===== config.mk =====
export PLATFORM = sky130hd
export DESIGN_NAME = csr_unit
export DESIGN_NICKNAME = d
export VERILOG_FILES = /design/src/design/csr_addr_pkg.sv /design/src/design/csr_field_pkg.sv /design/src/design/csr_machine_regs.sv /design/src/design/csr_counters.sv /design/src/design/csr_read_mux.sv /design/src/design/csr_unit.sv
export SDC_FILE = /design/constraint.sdc
export NUM_CORES = 1
export LEC_CHECK = 0
export BUFFER_PORTS_ARGS = -buffer_cell sky130_fd_sc_hd__clkbuf_2
export CAP_MARGIN = 30
export CELL_PAD_IN_SITES_DETAIL_PLACEMENT = 0
export CELL_PAD_IN_SITES_GLOBAL_PLACEMENT = 1
export CORE_MARGIN = 2
export CORE_UTILIZATION = 44
export CTS_CLUSTER_DIAMETER = 40
export CTS_CLUSTER_SIZE = 10
export DETAILED_ROUTE_END_ITERATION = 16
export PLACE_DENSITY_LB_ADDON = 0.05
export SETUP_SLACK_MARGIN = 0.05
export SYNTH_ARGS = -nofsm -noshare
export SYNTH_HDL_FRONTEND = slang
export SYNTH_SLANG_ARGS = --single-unit

===== constraint.sdc =====
create_clock -name clk -period 5.4 [get_ports clk]
set_input_delay 0.27 -clock clk [delete_from_list [all_inputs] [get_ports clk]]
set_output_delay 0.27 -clock clk [all_outputs]
set_load 0.01 [all_outputs]

===== src/design/csr_addr_pkg.sv =====
package csr_addr_pkg;

    localparam int csr_addr_width = 12;

    ////////////////////
    // machine trap setup and handling
    localparam logic [csr_addr_width-1:0] csr_mstatus   = 12'h300;
    localparam logic [csr_addr_width-1:0] csr_misa      = 12'h301;
    localparam logic [csr_addr_width-1:0] csr_mie       = 12'h304;
    localparam logic [csr_addr_width-1:0] csr_mtvec     = 12'h305;
    localparam logic [csr_addr_width-1:0] csr_mscratch  = 12'h340;
    localparam logic [csr_addr_width-1:0] csr_mepc      = 12'h341;
    localparam logic [csr_addr_width-1:0] csr_mcause    = 12'h342;
    localparam logic [csr_addr_width-1:0] csr_mtval     = 12'h343;
    localparam logic [csr_addr_width-1:0] csr_mip       = 12'h344;

    ////////////////////
    // counters, machine and user views
    localparam logic [csr_addr_width-1:0] csr_mcycle    = 12'hB00;
    localparam logic [csr_addr_width-1:0] csr_minstret  = 12'hB02;
    localparam logic [csr_addr_width-1:0] csr_mcycleh   = 12'hB80;
    localparam logic [csr_addr_width-1:0] csr_minstreth = 12'hB82;
    localparam logic [csr_addr_width-1:0] csr_cycle     = 12'hC00;
    localparam logic [csr_addr_width-1:0] csr_time      = 12'hC01; // aliases cycle.
    localparam logic [csr_addr_width-1:0] csr_instret   = 12'hC02;
    localparam logic [csr_addr_width-1:0] csr_cycleh    = 12'hC80;
    localparam logic [csr_addr_width-1:0] csr_timeh     = 12'hC81;
    localparam logic [csr_addr_width-1:0] csr_instreth  = 12'hC82;

    // machine information, all read as zero.
    localparam logic [csr_addr_width-1:0] csr_mvendorid = 12'hF11;
    localparam logic [csr_addr_width-1:0] csr_marchid   = 12'hF12;
    localparam logic [csr_addr_width-1:0] csr_mimpid    = 12'hF13;
    localparam logic [csr_addr_width-1:0] csr_mhartid   = 12'hF14;

    ////////////////////
    // read-as-zero ranges
    localparam logic [csr_addr_width-1:0] csr_hpmevent_first     = 12'h323;
    localparam logic [csr_addr_width-1:0] csr_hpmevent_last      = 12'h33F;
    localparam logic [csr_addr_width-1:0] csr_pmpcfg_first       = 12'h3A0;
    localparam logic [csr_addr_width-1:0] csr_pmpaddr_last       = 12'h3BF;
    localparam logic [csr_addr_width-1:0] csr_hpmcounter_first   = 12'hB03;
    localparam logic [csr_addr_width-1:0] csr_hpmcounter_last    = 12'hB1F;
    localparam logic [csr_addr_width-1:0] csr_hpmcounterh_first  = 12'hB83;
    localparam logic [csr_addr_width-1:0] csr_hpmcounterh_last   = 12'hB9F;

    localparam logic [1:0] csr_op_write = 2'b00;
    localparam logic [1:0] csr_op_set   = 2'b01;
    localparam logic [1:0] csr_op_clear = 2'b10;

    localparam logic csr_src_imm = 1'b0;
    localparam logic csr_src_reg = 1'b1;

endpackage


===== src/design/csr_field_pkg.sv =====
package csr_field_pkg;

    localparam int xlen          = 32;
    localparam int counter_width = 64;
    localparam int cause_width   = 4;

    ////////////////////
    // field positions
    localparam int mstatus_mie_bit  = 3;
    localparam int mstatus_mpie_bit = 7;
    localparam int mstatus_mpp_lo   = 11;
    localparam int mstatus_mpp_hi   = 12;

    // mip shares these positions.
    localparam int mie_msie_bit = 3;
    localparam int mie_mtie_bit = 7;
    localparam int mie_meie_bit = 11;

    localparam int mtvec_mode_bit       = 0;
    localparam int mcause_interrupt_bit = 31;

    // mxl = 1 for rv32, extension bit 8 for the base integer set.
    localparam logic [xlen-1:0] misa_value = 32'h4000_0100;

    ////////////////////
    // cause codes
    localparam logic [cause_width-1:0] cause_software_int     = 4'd3;
    localparam logic [cause_width-1:0] cause_timer_int        = 4'd7;
    localparam logic [cause_width-1:0] cause_external_int     = 4'd11;

    localparam logic [cause_width-1:0] cause_instr_misaligned = 4'd0;
    localparam logic [cause_width-1:0] cause_instr_fault      = 4'd1;
    localparam logic [cause_width-1:0] cause_illegal_instr    = 4'd2;
    localparam logic [cause_width-1:0] cause_breakpoint       = 4'd3;
    localparam logic [cause_width-1:0] cause_load_misaligned  = 4'd4;
    localparam logic [cause_width-1:0] cause_load_fault       = 4'd5;
    localparam logic [cause_width-1:0] cause_store_misaligned = 4'd6;
    localparam logic [cause_width-1:0] cause_store_fault      = 4'd7;
    localparam logic [cause_width-1:0] cause_ecall            = 4'd11;

endpackage


===== src/design/csr_machine_regs.sv =====
`timescale 1ns/1ps

module csr_machine_regs
    import csr_addr_pkg::*;
    import csr_field_pkg::*;
(
    input  logic                      clk,
    input  logic                      reset,
    input  logic                      stall,
    input  logic                      flush,
    input  logic                      exception,
    input  logic                      write,
    input  logic                      src,
    input  logic                      mret,
    input  logic [cause_width-1:0]    exception_cause,
    input  logic [1:0]                write_op,
    input  logic [xlen-1:0]           pc,
    input  logic [csr_addr_width-1:0] csr_addr,
    input  logic [xlen-1:0]           rs1_value,
    input  logic [xlen-1:0]           imm_value,
    output logic                      trap,
    output logic [xlen-1:0]           trap_pc,
    output logic [xlen-1:0]           machine_read_value,
    output logic                      machine_hit
);

    logic                   accepted;
    logic [xlen-1:0]        operand;
    logic [xlen-1:0]        new_value;

    logic                   mstatus_mie;
    logic                   mstatus_mpie;
    logic                   mie_meie;
    logic                   mie_mtie;
    logic                   mie_msie;
    logic [xlen-1:2]        mtvec_base;
    logic                   mtvec_mode;
    logic [xlen-1:0]        mscratch;
    logic [xlen-1:2]        mepc;
    logic                   mcause_interrupt;
    logic [cause_width-1:0] mcause_code;
    logic [xlen-1:0]        mtval;

    logic [xlen-1:0]        mstatus_value;
    logic [xlen-1:0]        mtvec_value;
    logic [xlen-1:0]        mcause_value;

    function automatic logic [xlen-1:0] pack_int_bits(
        input logic meie,
        input logic mtie,
        input logic msie
    );
        logic [xlen-1:0] value;
        value = '0;
        value[mie_meie_bit] = meie;
        value[mie_mtie_bit] = mtie;
        value[mie_msie_bit] = msie;
        return value;
    endfunction

    ////////////////////
    // read side

    always_comb begin
        mstatus_value = '0;
        mstatus_value[mstatus_mie_bit] = mstatus_mie;
        mstatus_value[mstatus_mpie_bit] = mstatus_mpie;
        mstatus_value[mstatus_mpp_hi:mstatus_mpp_lo] = '1; // always machine mode.

        mtvec_value = {mtvec_base, 2'b00};
        mtvec_value[mtvec_mode_bit] = mtvec_mode;

        mcause_value = '0;
        mcause_value[mcause_interrupt_bit] = mcause_interrupt;
        mcause_value[cause_width-1:0] = mcause_code;
    end

    always_comb begin
        machine_hit = 1'b1;
        machine_read_value = '0;
        case (csr_addr)
            csr_mstatus:  machine_read_value = mstatus_value;
            csr_mie:      machine_read_value = pack_int_bits(mie_meie, mie_mtie, mie_msie);
            csr_mtvec:    machine_read_value = mtvec_value;
            csr_mscratch: machine_read_value = mscratch;
            csr_mepc:     machine_read_value = {mepc, 2'b00};
            csr_mcause:   machine_read_value = mcause_value;
            csr_mtval:    machine_read_value = mtval;
            csr_mip:      machine_read_value = '0; // no interrupt sources reach this unit.
            default:      machine_hit = 1'b0;
        endcase
    end

    ////////////////////
    // write arithmetic

    always_comb begin
        case (src)
            csr_src_imm: operand = imm_value;
            csr_src_reg: operand = rs1_value;
            default:     operand = 'x;
        endcase

        case (write_op)
            csr_op_write: new_value = operand;
            csr_op_set:   new_value = machine_read_value | operand;
            csr_op_clear: new_value = machine_read_value & ~operand;
            default:      new_value = machine_read_value; // reserved op keeps the old value.
        endcase
    end

    ////////////////////
    // trap redirect

    assign accepted = !stall && !flush;
    assign trap     = accepted && (exception || mret);
    assign trap_pc  = exception ? {mtvec_base, 2'b00} : {mepc, 2'b00}; // exception beats mret.

    always_ff @(posedge clk) begin
        if (accepted) begin
            if (write) begin
                case (csr_addr)
                    csr_mstatus: begin
                        mstatus_mie  <= new_value[mstatus_mie_bit];
                        mstatus_mpie <= new_value[mstatus_mpie_bit];
                    end
                    csr_mie: begin
                        mie_meie <= new_value[mie_meie_bit];
                        mie_mtie <= new_value[mie_mtie_bit];
                        mie_msie <= new_value[mie_msie_bit];
                    end
                    csr_mtvec: begin
                        mtvec_base <= new_value[xlen-1:2];
                        mtvec_mode <= new_value[mtvec_mode_bit];
                    end
                    csr_mscratch: mscratch <= new_value;
                    csr_mepc:     mepc <= new_value[xlen-1:2];
                    csr_mcause: begin
                        mcause_interrupt <= new_value[mcause_interrupt_bit];
                        mcause_code      <= new_value[cause_width-1:0];
                    end
                    csr_mtval:    mtval <= new_value;
                    default: ;
                endcase
            end

            // placed after the write so the trap values win.
            if (exception) begin
                mepc             <= pc[xlen-1:2];
                mcause_interrupt <= 1'b0;
                mcause_code      <= exception_cause;
            end else if (mret) begin
                mstatus_mie  <= mstatus_mpie;
                mstatus_mpie <= 1'b1;
            end
        end

        if (reset) begin
            mstatus_mie      <= 1'b0;
            mcause_interrupt <= 1'b0;
            mcause_code      <= '0;
        end
    end

endmodule


===== src/design/csr_counters.sv =====
`timescale 1ns/1ps

module csr_counters
    import csr_field_pkg::*;
(
    input  logic                     clk,
    input  logic                     reset,
    input  logic                     instr_retired,
    input  logic                     writeback_flush,
    output logic [counter_width-1:0] cycle_count,
    output logic [counter_width-1:0] instret_count
);

    logic retire;

    // a retirement squashed at writeback does not count.
    assign retire = instr_retired && !writeback_flush;

    ////////////////////
    // cycle counts every edge, stall or not

    always_ff @(posedge clk) begin
        if (reset) begin
            cycle_count <= '0;
        end else begin
            cycle_count <= cycle_count + 1'b1;
        end
    end

    always_ff @(posedge clk) begin
        if (reset) begin
            instret_count <= '0;
        end else if (retire) begin
            instret_count <= instret_count + 1'b1;
        end
    end

endmodule


===== src/design/csr_read_mux.sv =====
`timescale 1ns/1ps

module csr_read_mux
    import csr_addr_pkg::*;
    import csr_field_pkg::*;
(
    input  logic [csr_addr_width-1:0] csr_addr,
    input  logic [xlen-1:0]           machine_read_value,
    input  logic                      machine_hit,
    input  logic [counter_width-1:0]  cycle_count,
    input  logic [counter_width-1:0]  instret_count,
    output logic [xlen-1:0]           read_value
);

    logic [xlen-1:0] cycle_lo;
    logic [xlen-1:0] cycle_hi;
    logic [xlen-1:0] instret_lo;
    logic [xlen-1:0] instret_hi;

    assign cycle_lo   = cycle_count[xlen-1:0];
    assign cycle_hi   = cycle_count[counter_width-1:xlen];
    assign instret_lo = instret_count[xlen-1:0];
    assign instret_hi = instret_count[counter_width-1:xlen];

    ////////////////////
    // read select

    always_comb begin
        if (machine_hit) begin
            read_value = machine_read_value;
        end else begin
            case (csr_addr) inside
                csr_misa: read_value = misa_value;

                // time has no timer of its own.
                csr_mcycle, csr_cycle, csr_time:    read_value = cycle_lo;
                csr_mcycleh, csr_cycleh, csr_timeh: read_value = cycle_hi;
                csr_minstret, csr_instret:          read_value = instret_lo;
                csr_minstreth, csr_instreth:        read_value = instret_hi;

                csr_mvendorid, csr_marchid, csr_mimpid, csr_mhartid: begin
                    read_value = '0;
                end

                [csr_hpmevent_first:csr_hpmevent_last],
                [csr_pmpcfg_first:csr_pmpaddr_last],
                [csr_hpmcounter_first:csr_hpmcounter_last],
                [csr_hpmcounterh_first:csr_hpmcounterh_last]: begin
                    read_value = '0; // unimplemented, hardwired zero.
                end

                default: read_value = 'x;
            endcase
        end
    end

endmodule


===== src/design/csr_unit.sv =====
`timescale 1ns/1ps

module csr_unit
    import csr_addr_pkg::*;
    import csr_field_pkg::*;
(
    input  logic                      clk,
    input  logic                      reset,
    input  logic                      stall,
    input  logic                      flush,
    input  logic                      writeback_flush,
    input  logic                      exception,
    input  logic [cause_width-1:0]    exception_cause,
    input  logic                      write,
    input  logic [1:0]                write_op,
    input  logic                      src,
    input  logic                      mret,
    input  logic                      instr_retired,
    input  logic [xlen-1:0]           pc,
    input  logic [csr_addr_width-1:0] csr_addr,
    input  logic [xlen-1:0]           rs1_value,
    input  logic [xlen-1:0]           imm_value,
    output logic                      trap,
    output logic [xlen-1:0]           read_value,
    output logic [xlen-1:0]           trap_pc,
    output logic [counter_width-1:0]  cycle
);

    logic [xlen-1:0]          machine_read_value;
    logic                     machine_hit;
    logic [counter_width-1:0] cycle_count;
    logic [counter_width-1:0] instret_count;

    assign cycle = cycle_count;

    ////////////////////
    // instances

    csr_machine_regs i_csr_machine_regs (
        .clk                (clk),
        .reset              (reset),
        .stall              (stall),
        .flush              (flush),
        .exception          (exception),
        .write              (write),
        .src                (src),
        .mret               (mret),
        .exception_cause    (exception_cause),
        .write_op           (write_op),
        .pc                 (pc),
        .csr_addr           (csr_addr),
        .rs1_value          (rs1_value),
        .imm_value          (imm_value),
        .trap               (trap),
        .trap_pc            (trap_pc),
        .machine_read_value (machine_read_value),
        .machine_hit        (machine_hit)
    );

    csr_counters i_csr_counters (
        .clk             (clk),
        .reset           (reset),
        .instr_retired   (instr_retired),
        .writeback_flush (writeback_flush),
        .cycle_count     (cycle_count),
        .instret_count   (instret_count)
    );

    csr_read_mux i_csr_read_mux (
        .csr_addr           (csr_addr),
        .machine_read_value (machine_read_value),
        .machine_hit        (machine_hit),
        .cycle_count        (cycle_count),
        .instret_count      (instret_count),
        .read_value         (read_value)
    );

endmodule


=== After elaboration in Yosys (flattened, before gate mapping) ===
Index checks and enable logic that the tools add are counted.

* Output and inout port bits: 129
* Logic and storage cells: 111
* Input port bits: 124
* Flip-flop bits (word level): 263

* Add/sub/neg operators: 2
* Magnitude comparators: 8
* Bitwise gates (word level): 4
* Equal/unequal tests: 25
* Reduce and logical (&&, ||, !) cells: 28
* Multiplexer cells: 30

{| class="wikitable"
|+ Operators with widths
! operator !! number
|-
| 32-bit two-way mux || 9
|-
| 32-bit case mux with 7 select lines || 1
|-
| 12-bit equality test (second input constant) || 14
|-
| 64-bit by 1-bit adder with 64-bit output (second input constant) || 2
|-
| 12-bit by 10-bit equality test with 1-bit output (second input constant) || 9
|-
| 32-bit case mux with 3 select lines || 1
|-
| 30-bit two-way mux || 3
|-
| 32-bit case mux with 2 select lines || 1
|-
| 32-bit bitwise AND || 1
|-
| 32-bit inverter || 1
|-
| 32-bit bitwise OR || 1
|-
| 12-bit by 10-bit greater-or-equal comparator with 1-bit output (second input constant) || 2
|-
| 12-bit greater-or-equal comparator (second input constant) || 2
|-
| 12-bit by 10-bit <= comparator with 1-bit output (second input constant) || 2
|-
| 12-bit <= comparator (second input constant) || 2
|-
| 3-bit AND reduction || 6
|-
| 1-bit two-way mux || 12
|-
| 4-bit two-way mux || 3
|-
| 4-bit OR reduction || 2
|-
| 8-bit OR reduction || 1
|-
| 1-bit logical AND || 7
|-
| 2-bit nonzero test || 3
|-
| 3-bit OR reduction || 2
|-
| 2-bit OR reduction || 2
|-
| 6 further kinds || 8
|}

=== Longest topological paths before layout ===
Gate-level depths: netlist (run 1).

* Depth in word-level cells: 11
* Gate-level depth with buffers: 9
* Gate-level depth less buffers: 6

=== Hierarchy ===
Synthesis (run 1) repeated with hierarchy kept, for this count alone.

* Cell total of the unflattened synthesis: 1,649
* Area, all modules: 15,020.7 sq um

{| class="wikitable"
|+ Modules (own cells, without submodules)
! module !! times used !! area each (sq um) !! cells an instance
|-
| csr_machine_regs || 1 || 7,519.7 || 681
|-
| csr_counters || 1 || 5,995.8 || 719
|-
| csr_read_mux || 1 || 1,505.2 || 249
|}

=== Worst setup path before layout (run 1) ===
No wires, ideal clock.

* Path kind: input port to flip-flop
* From: input port csr_addr[3]
* To: register i_csr_machine_regs.mtval[0] (enable)
* Cell stages on the path: 5
* Setup time: 0.502 ns
* Buffers on the path: 3
* Slack: 0.484 ns
* Arrival time: 4.414 ns
* Path through: buf_2 or3b_2 clkbuf_1 buf_1 nor4_1

* Cells in the longest elaborated chain, start to end: 2

{| class="wikitable"
|+ Ends and longest elaborated chain
! what !! line !! RTL
|-
| start: declaration || csr_unit.sv:20 || <nowiki>input logic [csr_addr_width-1:0] csr_addr,</nowiki>
|-
| 12-bit by 10-bit equality test with 1-bit output || csr_machine_regs.sv:122 || <nowiki>case (csr_addr)</nowiki>
|-
| 3-bit AND reduction (no line) || n/a ||
|-
| end signal: assignment || csr_machine_regs.sv:142 || <nowiki>csr_mtval: mtval <= new_value;</nowiki>
|-
| end: declaration || csr_machine_regs.sv:42 || <nowiki>logic [xlen-1:0] mtval;</nowiki>
|}

Every way passes these cells.
A chain may end at the register's enable or synchronous reset.

=== Worst setup path after layout (run 1) ===
* From: input port csr_addr[1]
* To: output port read_value[24]

* Cells in the longest elaborated chain, start to end: 9
* Elaborated cells on any way between the ends: 38
* Those cells by class: 23 x eq/ne; 9 x mux; 6 x reduce/logical

{| class="wikitable"
|+ Ends and longest elaborated chain
! what !! line !! RTL
|-
| 12-bit equality test (no line) || n/a ||
|-
| 4-bit OR reduction || csr_read_mux.sv:32 || <nowiki>case (csr_addr) inside</nowiki>
|-
| 32-bit two-way mux (6 in a row) || csr_read_mux.sv:32 ||
|-
| 32-bit two-way mux (*) || csr_read_mux.sv:29 || <nowiki>if (machine_hit) begin</nowiki>
|-
| end: declaration || csr_unit.sv:24 || <nowiki>output logic [xlen-1:0] read_value,</nowiki>
|}

Mark *: on every way between the ends. The rest lies on a longest branch, timed or not.

==> results of run 1 <==
## final timing paths
kind / startpoint / depth (start not counted) / endpoint / slack [ps]
worst max register to register: i_csr_counters.cycle_count[39] / 5 / i_csr_counters.cycle_count[59] / 2030
worst min register to register: i_csr_machine_regs.mcause_code[1] / 2 / i_csr_machine_regs.mcause_code[1] / 470
worst max-delay path: csr_addr[1] / 8 / read_value[24] / 1870
worst min-delay path: pc[6] / 3 / i_csr_machine_regs.mepc[6] / 40
## logic make-up after synthesis
kind of cell | share of synthesized area
simple gates | 0.199
compound gates | 0.180
flops | 0.460
buf+inv | 0.0384
mux | 0.0812
xor+xnor | 0.0388
fa+ha+maj | 0.00176
other cells | 0.000263
## tightest hold or removal path, cell delays in order
cell      delay (ps)
clkbuf_2          70
a21oi_1           50
o31ai_1           60
## routing by layer
metal,part of all wire,up-vias,wire (µm),track usage
li1,-,6070,-,-
met1,0.45,6258,22200,0.420
met2,0.43,539,21300,0.419
met3,0.089,72,4390,0.0646
met4,0.026,2,1290,0.0864
met5,0.00026,-,13,0
## cell usage in the layout, fill, tap and decap left out, types with 50 or more instances in the layout
| master | netlist | final |
|---|---|---|
| mux2i_1 | 57 | 57 |
| a21oi_1 | 112 | 112 |
| mux2_2 | 52 | 52 |
| dfxtp_1 | 134 | 134 |
| nand3_1 | 50 | 50 |
| nand2_1 | 85 | 85 |
| nor2_1 | 126 | 126 |
| clkbuf_2 | 0 | 246 |
| edfxtp_1 | 129 | 129 |
| nand4_1 | 51 | 51 |
## flip-flops by register name, summed over array words and instances (netlist names), 4 cells and up
| register | flops |
|---|---|
| i_csr_counters.cycle_count | 64 |
| i_csr_counters.instret_count | 64 |
| i_csr_machine_regs.mcause_code | 4 |
| i_csr_machine_regs.mepc | 30 |
| i_csr_machine_regs.mscratch | 32 |
| i_csr_machine_regs.mtval | 32 |
| i_csr_machine_regs.mtvec_base | 30 |
## report_power, final
group	internal, mW	switching, mW
registers	2.12	0.0139
logic	0.128	0.187
clock network	1.86	0.999
## cell type report
cell class / count / area (µm²) / share of cell area
multi-input cells: 1061 / 7170 / 0.414
well taps: 402 / 503 / 0.0291
flip-flops and latches: 263 / 6560 / 0.379
inverters: 19 / 71.3 / 0.00412
clock inverters: 24 / 270 / 0.0156
repair buffers: 276 / 1490 / 0.0859
clock buffers: 57 / 1240 / 0.0719
==> results.ini, run 1 <==
[clock_network]
cts_hold_buffers=0
clkTransAtPathRegs_ps=50
cts_tree=done
clockRootBuffer=clkbuf_16
ctsResizeCount=0
clock_latency_ps=540
numClockSinks=263
cts_buffers=46
post_cts_buffers=0
ctsLongestPathBuffers=3
cts-htree-levels=2

[placement]
dpl.cell_count=2021
post_dp_cell_area_mm2=0.0158
dp_hpwl_um=34900
io_buffers=248
gp_congestion=0.864
pre_cts_slack_ps=1880

[setup_path]
crit_top_cell=clkbuf_2
end_kind=output port
path_delay_family=compound AO/OA/AOI/OAI gates
critPathBufInv=3
slowest_stage=a211oi_1
critPathRequiredTime_ps=5130
start_kind=primary input
cp_max_fo=32
path_cells=clkbuf_2 -> or4b_4 -> a2111oi_4 -> buf_4 -> a222oi_1 -> a211oi_1 -> or3_1 -> clkbuf_2
path_class=primary input to output port
crit_arrival_ps=3260
cp_slowest_stage_delay_ps=650

[drt]
drt_iter0_markers=1404
viasPerCell=6.16
drc=0
firstDrtPassIters=8
ant_nets=0
wl_per_cell_um=23.4
num_vias=12900
drt-total-wl_um=49200

[global_routing]
grt_max_degree=73
grt_usage=0.286
grt_overflow_total=0
grt_pass1_vias=12000
antenna_found_initial=1
grt_pass1_wl_um=74000

[pwr]
powerDensity_mw_per_mm2=307
p_total_mw=5.31
peakVddDrop_uv=242
p_leak_nw=6.27

[floorplanning]
die-width_um=184
die_h_um=184
coreArea_mm2=0.0317
initial_core_util=0.449
pin_count=253
std_cell_rows=65
die_area_mm2=0.0338

[status]
outcome=completed

[sta]
grt_setup_unrepaired=no
skew_ps=17.2
min_period_over_period=0.655
fin_ws_ps=1870
fin_setup_tns_ps=0
fmax_mhz=283
drv_slew=0
timing.final.hold_violations=0
hold_slack_ps=38.4
worst_pin_slew_ps=934
min_period_ps=3530
maxSlewHeadroom=0.375
finalSetupViolCount=0

[synthesis]
ys_seq_area_frac=0.460
yosysUniqueCellTypes=70
synthCells=1451
synth_most_common_cell=dfxtp_1
avgSynthCellArea_um2=9.81
synth-main-ff-cell=dfxtp_1
syn_area_mm2=0.0142
synth.cells.most_frequent=dfxtp_1, edfxtp_1, nor2_1
async_flop_share=0
yosysTopAreaCell=edfxtp_1
netlist.area_leader.share=0.272
synthTopCellsByArea=edfxtp_1, dfxtp_1, mux2_2, mux2i_1, a21oi_1
synth-seq-cells=263
synth_edf_count=129
yosysWarnings=0

[hold_path]
hp-class=primary input to flip-flop

[final_layout]
nets=1793
design_area_mm2=0.0173
area_delta_synth_final_pct=21.5
fillers=2908
drive_above_1_share=0.249
stdcell_count=2102
antennaDiodeCount=0
finalCoreUtilization=0.545

[flow_run]
maxCapViolations=0

Power figures use the tool's default switching activity.
==> run 2: changes to the inputs <==
- CORE_UTILIZATION: 44 -> 39
- clock period: 5.4 -> 3.1 ns (I/O delays scaled with it)
==> run 2 against run 1 <==
- sequential power rose by 74%
- sequential share of layout area fell by 2.2 points
- via count rose by 2.5%
- utilization fell by 3.1 points
- clock power rose by 99%
- critical path depth did not move
- cell count rose by 6.9%
- register-to-register slack got worse by 1400 ps
- clock skew rose by 3.4 ps
- largest cell class unchanged
==> results.ini, run 2 (same netlist as run 1, synthesis figures left out) <==
[status]
outcome=completed  ; unchanged

[setup_path]
cp_num_cells=8  ; unchanged
critPathBufInv=3  ; unchanged
crit_path_start=csr_addr[5]  ; was csr_addr[1]
worstRegToRegCells=5  ; unchanged
crit_arrival_ps=2680  ; was 3260 ps
end_kind=output port  ; unchanged
path_cells=clkbuf_2 -> or4b_1 -> a2111oi_4 -> buf_12 -> a222oi_1 -> a211oi_1 -> or3_1 -> clkbuf_2  ; was clkbuf_2 -> or4b_4 -> a2111oi_4 -> buf_4 -> a222oi_1 -> a211oi_1 -> or3_1 -> clkbuf_2
cp_slowest_stage_delay_ps=640  ; was 650 ps
timing.rr.end=i_csr_counters.instret_count[41]  ; was i_csr_counters.cycle_count[59]
endpoint=read_value[27]  ; was read_value[24]
r2r_setup_slack_ps=600  ; was 2030 ps
start_kind=primary input  ; unchanged
r2r-start=i_csr_counters.instret_count[5]  ; was i_csr_counters.cycle_count[39]
slowest_stage=or4b_1  ; was a211oi_1
path_class=primary input to output port  ; unchanged
critPathRequiredTime_ps=2940  ; was 5130 ps
path_delay_family=compound AO/OA/AOI/OAI gates  ; unchanged
cp_max_fo=32  ; unchanged
crit_top_cell=clkbuf_2  ; unchanged

[clock_network]
clkTransAtPathRegs_ps=40  ; was 50 ps
ctsLongestPathBuffers=3  ; unchanged
post_cts_buffers=0  ; unchanged
numClockSinks=263  ; unchanged
clockRootBuffer=clkbuf_16  ; unchanged
clock_latency_ps=580  ; was 540 ps
cts-htree-levels=2  ; unchanged
cts_hold_buffers=35  ; was 0
cts_tree=done  ; unchanged
cts_buffers=52  ; was 46
ctsResizeCount=0  ; unchanged

[sta]
worst_pin_slew_ps=827  ; was 934 ps
drv_slew=0  ; unchanged
fin_setup_tns_ps=0  ; unchanged
timing.final.hold_violations=0  ; unchanged
skew_ps=20.6  ; was 17.2 ps
fmax_mhz=353
min_period_over_period=0.913
min_period_ps=2830
finalSetupViolCount=0  ; unchanged
grt_setup_unrepaired=no  ; unchanged
maxSlewHeadroom=0.449  ; was 0.375

[global_routing]
grt_usage=0.266  ; was 0.286
grt_pass1_vias=12500  ; was 12000
grt_max_degree=129  ; was 73
grt_pass1_wl_um=76900  ; was 74000 µm
grt_overflow_total=0  ; unchanged
antenna_found_initial=0  ; was 1

[floorplanning]
die_h_um=195  ; was 184 µm
pin_count=253  ; unchanged
die-width_um=195  ; was 184 µm
std_cell_rows=69  ; was 65
initial_core_util=0.398  ; was 0.449
die_area_mm2=0.0381  ; was 0.0338 mm²
coreArea_mm2=0.0357  ; was 0.0317 mm²

[drt]
firstDrtPassIters=8  ; unchanged
drc=0  ; unchanged
num_vias=13300  ; was 12900
drt-total-wl_um=51900  ; was 49200 µm
drt_iter0_markers=1242  ; was 1404
viasPerCell=5.90  ; was 6.16
wl_per_cell_um=23.1  ; was 23.4 µm
ant_nets=0  ; unchanged

[hold_path]
hp-class=primary input to flip-flop  ; unchanged

[pwr]
peakVddDrop_uv=409  ; was 242 µV
powerDensity_mw_per_mm2=545  ; was 307 mW/mm²
p_total_mw=10.0  ; was 5.31 mW
p_leak_nw=6.76  ; was 6.27 nW

[placement]
gp_congestion=0.834  ; was 0.864
io_buffers=248  ; unchanged
dp_hpwl_um=36900  ; was 34900 µm

[final_layout]
final_cell_mix=clkbuf_2, dfxtp_1, edfxtp_1, nor2_1, a21oi_1  ; unchanged
drive_above_1_share=0.264  ; was 0.249
layout_commonest_cell=clkbuf_2  ; unchanged
nets=1872  ; was 1793
antennaDiodeCount=0  ; unchanged
fillers=3373  ; was 2908
area_delta_synth_final_pct=29.0  ; was 21.5%
top_regs=i_csr_counters.cycle_count x64, i_csr_counters.instret_count x64  ; unchanged

[flow_run]
maxCapViolations=0  ; unchanged

[run 2: through the flow]
stage                     hold slack, ps  cell area (µm²)  worst slack (ps)  utilization  instances
after floorplan                      343            14300               103            -       1452
after global placement               446            16300               271        0.455       2118
after detailed placement             451            16300               269        0.455       2118
after CTS                           4.03            18400               256        0.514       2247
after global routing                14.7            18400               167        0.514       2247
final                               17.5            18400               269        0.514       2247
[run 2: worst min path at each step]
stage	start	endpoint	depth (start not counted)
3_3_place_gp	reset	i_csr_machine_regs.mcause_code[1]	2
3_5_place_dp	reset	i_csr_machine_regs.mcause_code[1]	2
5_1_grt	exception_cause[2]	i_csr_machine_regs.mcause_code[2]	3
4_1_cts	exception_cause[2]	i_csr_machine_regs.mcause_code[2]	3
2_1_floorplan	exception_cause[1]	i_csr_machine_regs.mcause_code[1]	2
6_report	exception_cause[2]	i_csr_machine_regs.mcause_code[2]	3
[run 2: worst min-delay path, stage by stage]
cell	delay, ps
clkbuf_2	80
nor2b_1	70
o41ai_1	230
[run 2: where the power goes]
part	switching [mW]	internal, mW
clock	1.89	3.80
combinational	0.337	0.265
sequential	0.0231	3.69
[run 2: layer usage]
metal	global-route usage	wire length, µm	up-vias	share of wire
met5	0	0	-	0
met4	0.0905	1540	0	0.030
met3	0.0549	4190	85	0.081
met2	0.388	22400	565	0.43
met1	0.389	23800	6373	0.46
li1	-	-	6236	-
[run 2: final cells by class]
class	instances	area, µm²	share of cell area
Inverter	19	71.3	0.00388
Clock inverter	33	392	0.0213
Sequential cell	263	6560	0.357
Clock buffer	61	1380	0.0748
Tap cell	461	577	0.0314
Timing Repair Buffer	349	2220	0.121
Multi-Input combinational cell	1061	7180	0.391
==> run 3: changes to the inputs <==
--- a/config.mk
+++ b/config.mk
@@ -13,2 +13,3 @@
 export CORE_UTILIZATION = 39
+export CTS_BUF_LIST = sky130_fd_sc_hd__clkbuf_16
 export CTS_CLUSTER_DIAMETER = 40
@@ -16,3 +17,3 @@
 export DETAILED_ROUTE_END_ITERATION = 16
-export PLACE_DENSITY_LB_ADDON = 0.05
+export PLACE_DENSITY_LB_ADDON = 0.08
 export SETUP_SLACK_MARGIN = 0.05
--- a/constraint.sdc
+++ b/constraint.sdc
@@ -3,2 +3,2 @@
 set_output_delay 0.155 -clock clk [all_outputs]
-set_load 0.01 [all_outputs]
+set_load 0.005 [all_outputs]
==> run 3 against run 2 <==
- via count shrank 0.61%
- cell count decreased by 0.49%
- clock-buffer cell count shrank 13
- utilization fell by 0.76 points
- power is 5.6% lower
- largest cell class unchanged
- non-clock buffer count is 1 higher
- worst setup slack better by 70 ps
- fmax increased by 2.6%
- clock skew is 4.8 ps lower
- sequential cell count unchanged
- worst hold slack lost 7.5 ps
==> results.ini, run 3 (same netlist as run 1, synthesis figures left out) <==
[status]
outcome=completed  ; unchanged

[sta]
min_period_over_period=0.890  ; was 0.913
timing.final.hold_violations=0  ; unchanged
skew_ps=15.8  ; was 20.6 ps
finalSetupViolCount=0  ; unchanged
grt_setup_unrepaired=no  ; unchanged
fin_setup_tns_ps=0  ; unchanged
fin_ws_ps=340  ; was 269 ps
worst_pin_slew_ps=860  ; was 827 ps
drv_slew=0  ; unchanged
fmax_mhz=362  ; was 353 MHz
maxSlewHeadroom=0.422  ; was 0.449
min_period_ps=2760  ; was 2830 ps

[final_layout]
fillers=3368  ; was 3373
drive_above_1_share=0.263  ; was 0.264
design_area_mm2=0.0181  ; was 0.0184 mm²
antennaDiodeCount=0  ; unchanged
area_delta_synth_final_pct=27.1  ; was 29.0%
final_cell_mix=clkbuf_2, dfxtp_1, edfxtp_1, nor2_1, a21oi_1  ; unchanged
nets=1867  ; was 1872
top_regs=i_csr_counters.cycle_count x64, i_csr_counters.instret_count x64  ; unchanged
layout_commonest_cell=clkbuf_2  ; unchanged

[setup_path]
end_kind=output port  ; unchanged
path_class=primary input to output port  ; unchanged
crit_arrival_ps=2610  ; was 2680 ps
cp_max_fo=32  ; unchanged
critPathRequiredTime_ps=2940  ; about the same
start_kind=primary input  ; unchanged

[global_routing]
grt_pass1_wl_um=75900  ; was 76900 µm
grt_pass1_vias=12200  ; was 12500
grt_max_degree=89  ; was 129
grt_usage=0.259  ; was 0.266
grt_overflow_total=0  ; unchanged
antenna_found_initial=0  ; unchanged

[pwr]
p_seq_frac=0.393  ; was 0.371
powerDensity_mw_per_mm2=522  ; was 545 mW/mm²
peakVddDrop_uv=387  ; was 409 µV
switchingPower_mw=2.19  ; was 2.25 mW
comb_power_share=0.063  ; was 0.060
p_leak_nw=6.64  ; was 6.76 nW
internal_power_mw=7.26  ; was 7.76 mW
netSwitchingFraction=0.232  ; was 0.225
p_clk_frac=0.545  ; was 0.569

[clock_network]
cts_tree=done  ; unchanged
numClockSinks=263  ; unchanged
clock_latency_ps=560  ; was 580 ps
clockRootBuffer=clkbuf_16  ; unchanged
ctsLongestPathBuffers=3  ; unchanged
clkTransAtPathRegs_ps=50  ; was 40 ps
cts_buffers=46  ; was 52
cts-htree-levels=2  ; unchanged

[hold_path]
hp-class=primary input to flip-flop  ; unchanged

[floorplanning]
std_cell_rows=69  ; unchanged
initial_core_util=0.398  ; unchanged
coreArea_mm2=0.0357  ; unchanged
die_h_um=195  ; unchanged
die-width_um=195  ; unchanged
die_area_mm2=0.0381  ; unchanged
pin_count=253  ; unchanged

[placement]
post_dp_cell_area_mm2=0.0162  ; was 0.0163 mm²
pre_cts_slack_ps=349  ; was 269 ps
dp_hpwl_um=36100  ; was 36900 µm
gp_congestion=0.876  ; was 0.834
io_buffers=248  ; unchanged

[drt]
wl_per_cell_um=22.8  ; was 23.1 µm
drc=0  ; unchanged
num_vias=13200  ; was 13300
firstDrtPassIters=6  ; was 8
viasPerCell=5.89  ; was 5.90
drt_iter0_markers=1364  ; was 1242
ant_nets=0  ; unchanged
drt-total-wl_um=50900  ; was 51900 µm

[flow_run]
maxCapViolations=0  ; unchanged

-- run 3: cell count changes in the layout (fill, tap and decap cells not counted), moves of 2 or more --
cell,before,now
buf_4,58,67
buf_12,10,5
clkbuf_1,5,0
clkbuf_16,52,48
clkbuf_8,4,0
clkinv_2,8,4
clkinvlp_4,4,7
dlygate4sd3_1,35,32
bufinv_16,8,6
inv_1,19,21
inv_6,1,3
-- run 3: worst max-delay path: stages --
cell,delay [ps]
clkbuf_2,140
or4b_4,620
a2111oi_4,350
buf_4,400
a222oi_1,220
a21oi_1,410
or3_1,180
clkbuf_2,110
-- run 3: per-layer routing --
metal | global-route usage | up-vias | routed length, µm
met4 | 0.0591 | 0 | 841
met1 | 0.385 | 6343 | 23400
li1 | - | 6211 | -
met3 | 0.0477 | 57 | 4210
met2 | 0.390 | 567 | 22400
met5 | 0 | - | 0
-- run 3: worst paths after layout --
| kind | from | to | slack, ps | depth (start not counted) |
|---|---|---|---|---|
| worst min-delay path | exception_cause[3] | i_csr_machine_regs.mcause_code[3] | 10 | 3 |
| worst max-delay path | csr_addr[0] | read_value[12] | 340 | 8 |
| worst min register to register | i_csr_machine_regs.mcause_code[2] | i_csr_machine_regs.mcause_code[2] | 470 | 2 |
| worst max register to register | i_csr_counters.instret_count[9] | i_csr_counters.instret_count[63] | 640 | 6 |
-- run 3: stage by stage --
step | hold WS, ps | utilization | cells | power, mW
6_report | 10.0 | 0.506 | 2236 | 9.45
5_1_grt | 15.8 | 0.506 | 2236 | 9.73
2_1_floorplan | 343 | - | 1452 | 4.10
4_1_cts | 4.18 | 0.506 | 2236 | 9.51
3_3_place_gp | 454 | 0.454 | 2122 | 4.33
3_5_place_dp | 461 | 0.454 | 2122 | 4.34
-- run 3: area by class of cell --
cell class	count	area [µm²]	area share
multi-input cells	1061	7180	0.396
flip-flops and latches	263	6560	0.362
repair buffers	350	2150	0.119
clock buffers	48	1200	0.0664
well taps	461	577	0.0319
clock inverters	34	364	0.0201
inverters	19	71.3	0.00394
-- run 3: power groups by stage --
stage	Sequential (mW)	Clock, mW	Combinational [mW]
after floorplan	3.77	0	0.332
after global placement	3.78	0	0.552
after detailed placement	3.78	0	0.558
after CTS	3.71	5.21	0.593
after global routing	3.71	5.38	0.643
final	3.71	5.15	0.593
-- run 3: repair_timing --
item | 4_1_cts | 5_1_grt
gates resized for setup | 0 | 0
hold endpoints to repair | 32 | 0
hold buffers | 32 | 0
setup buffers | 0 | 0
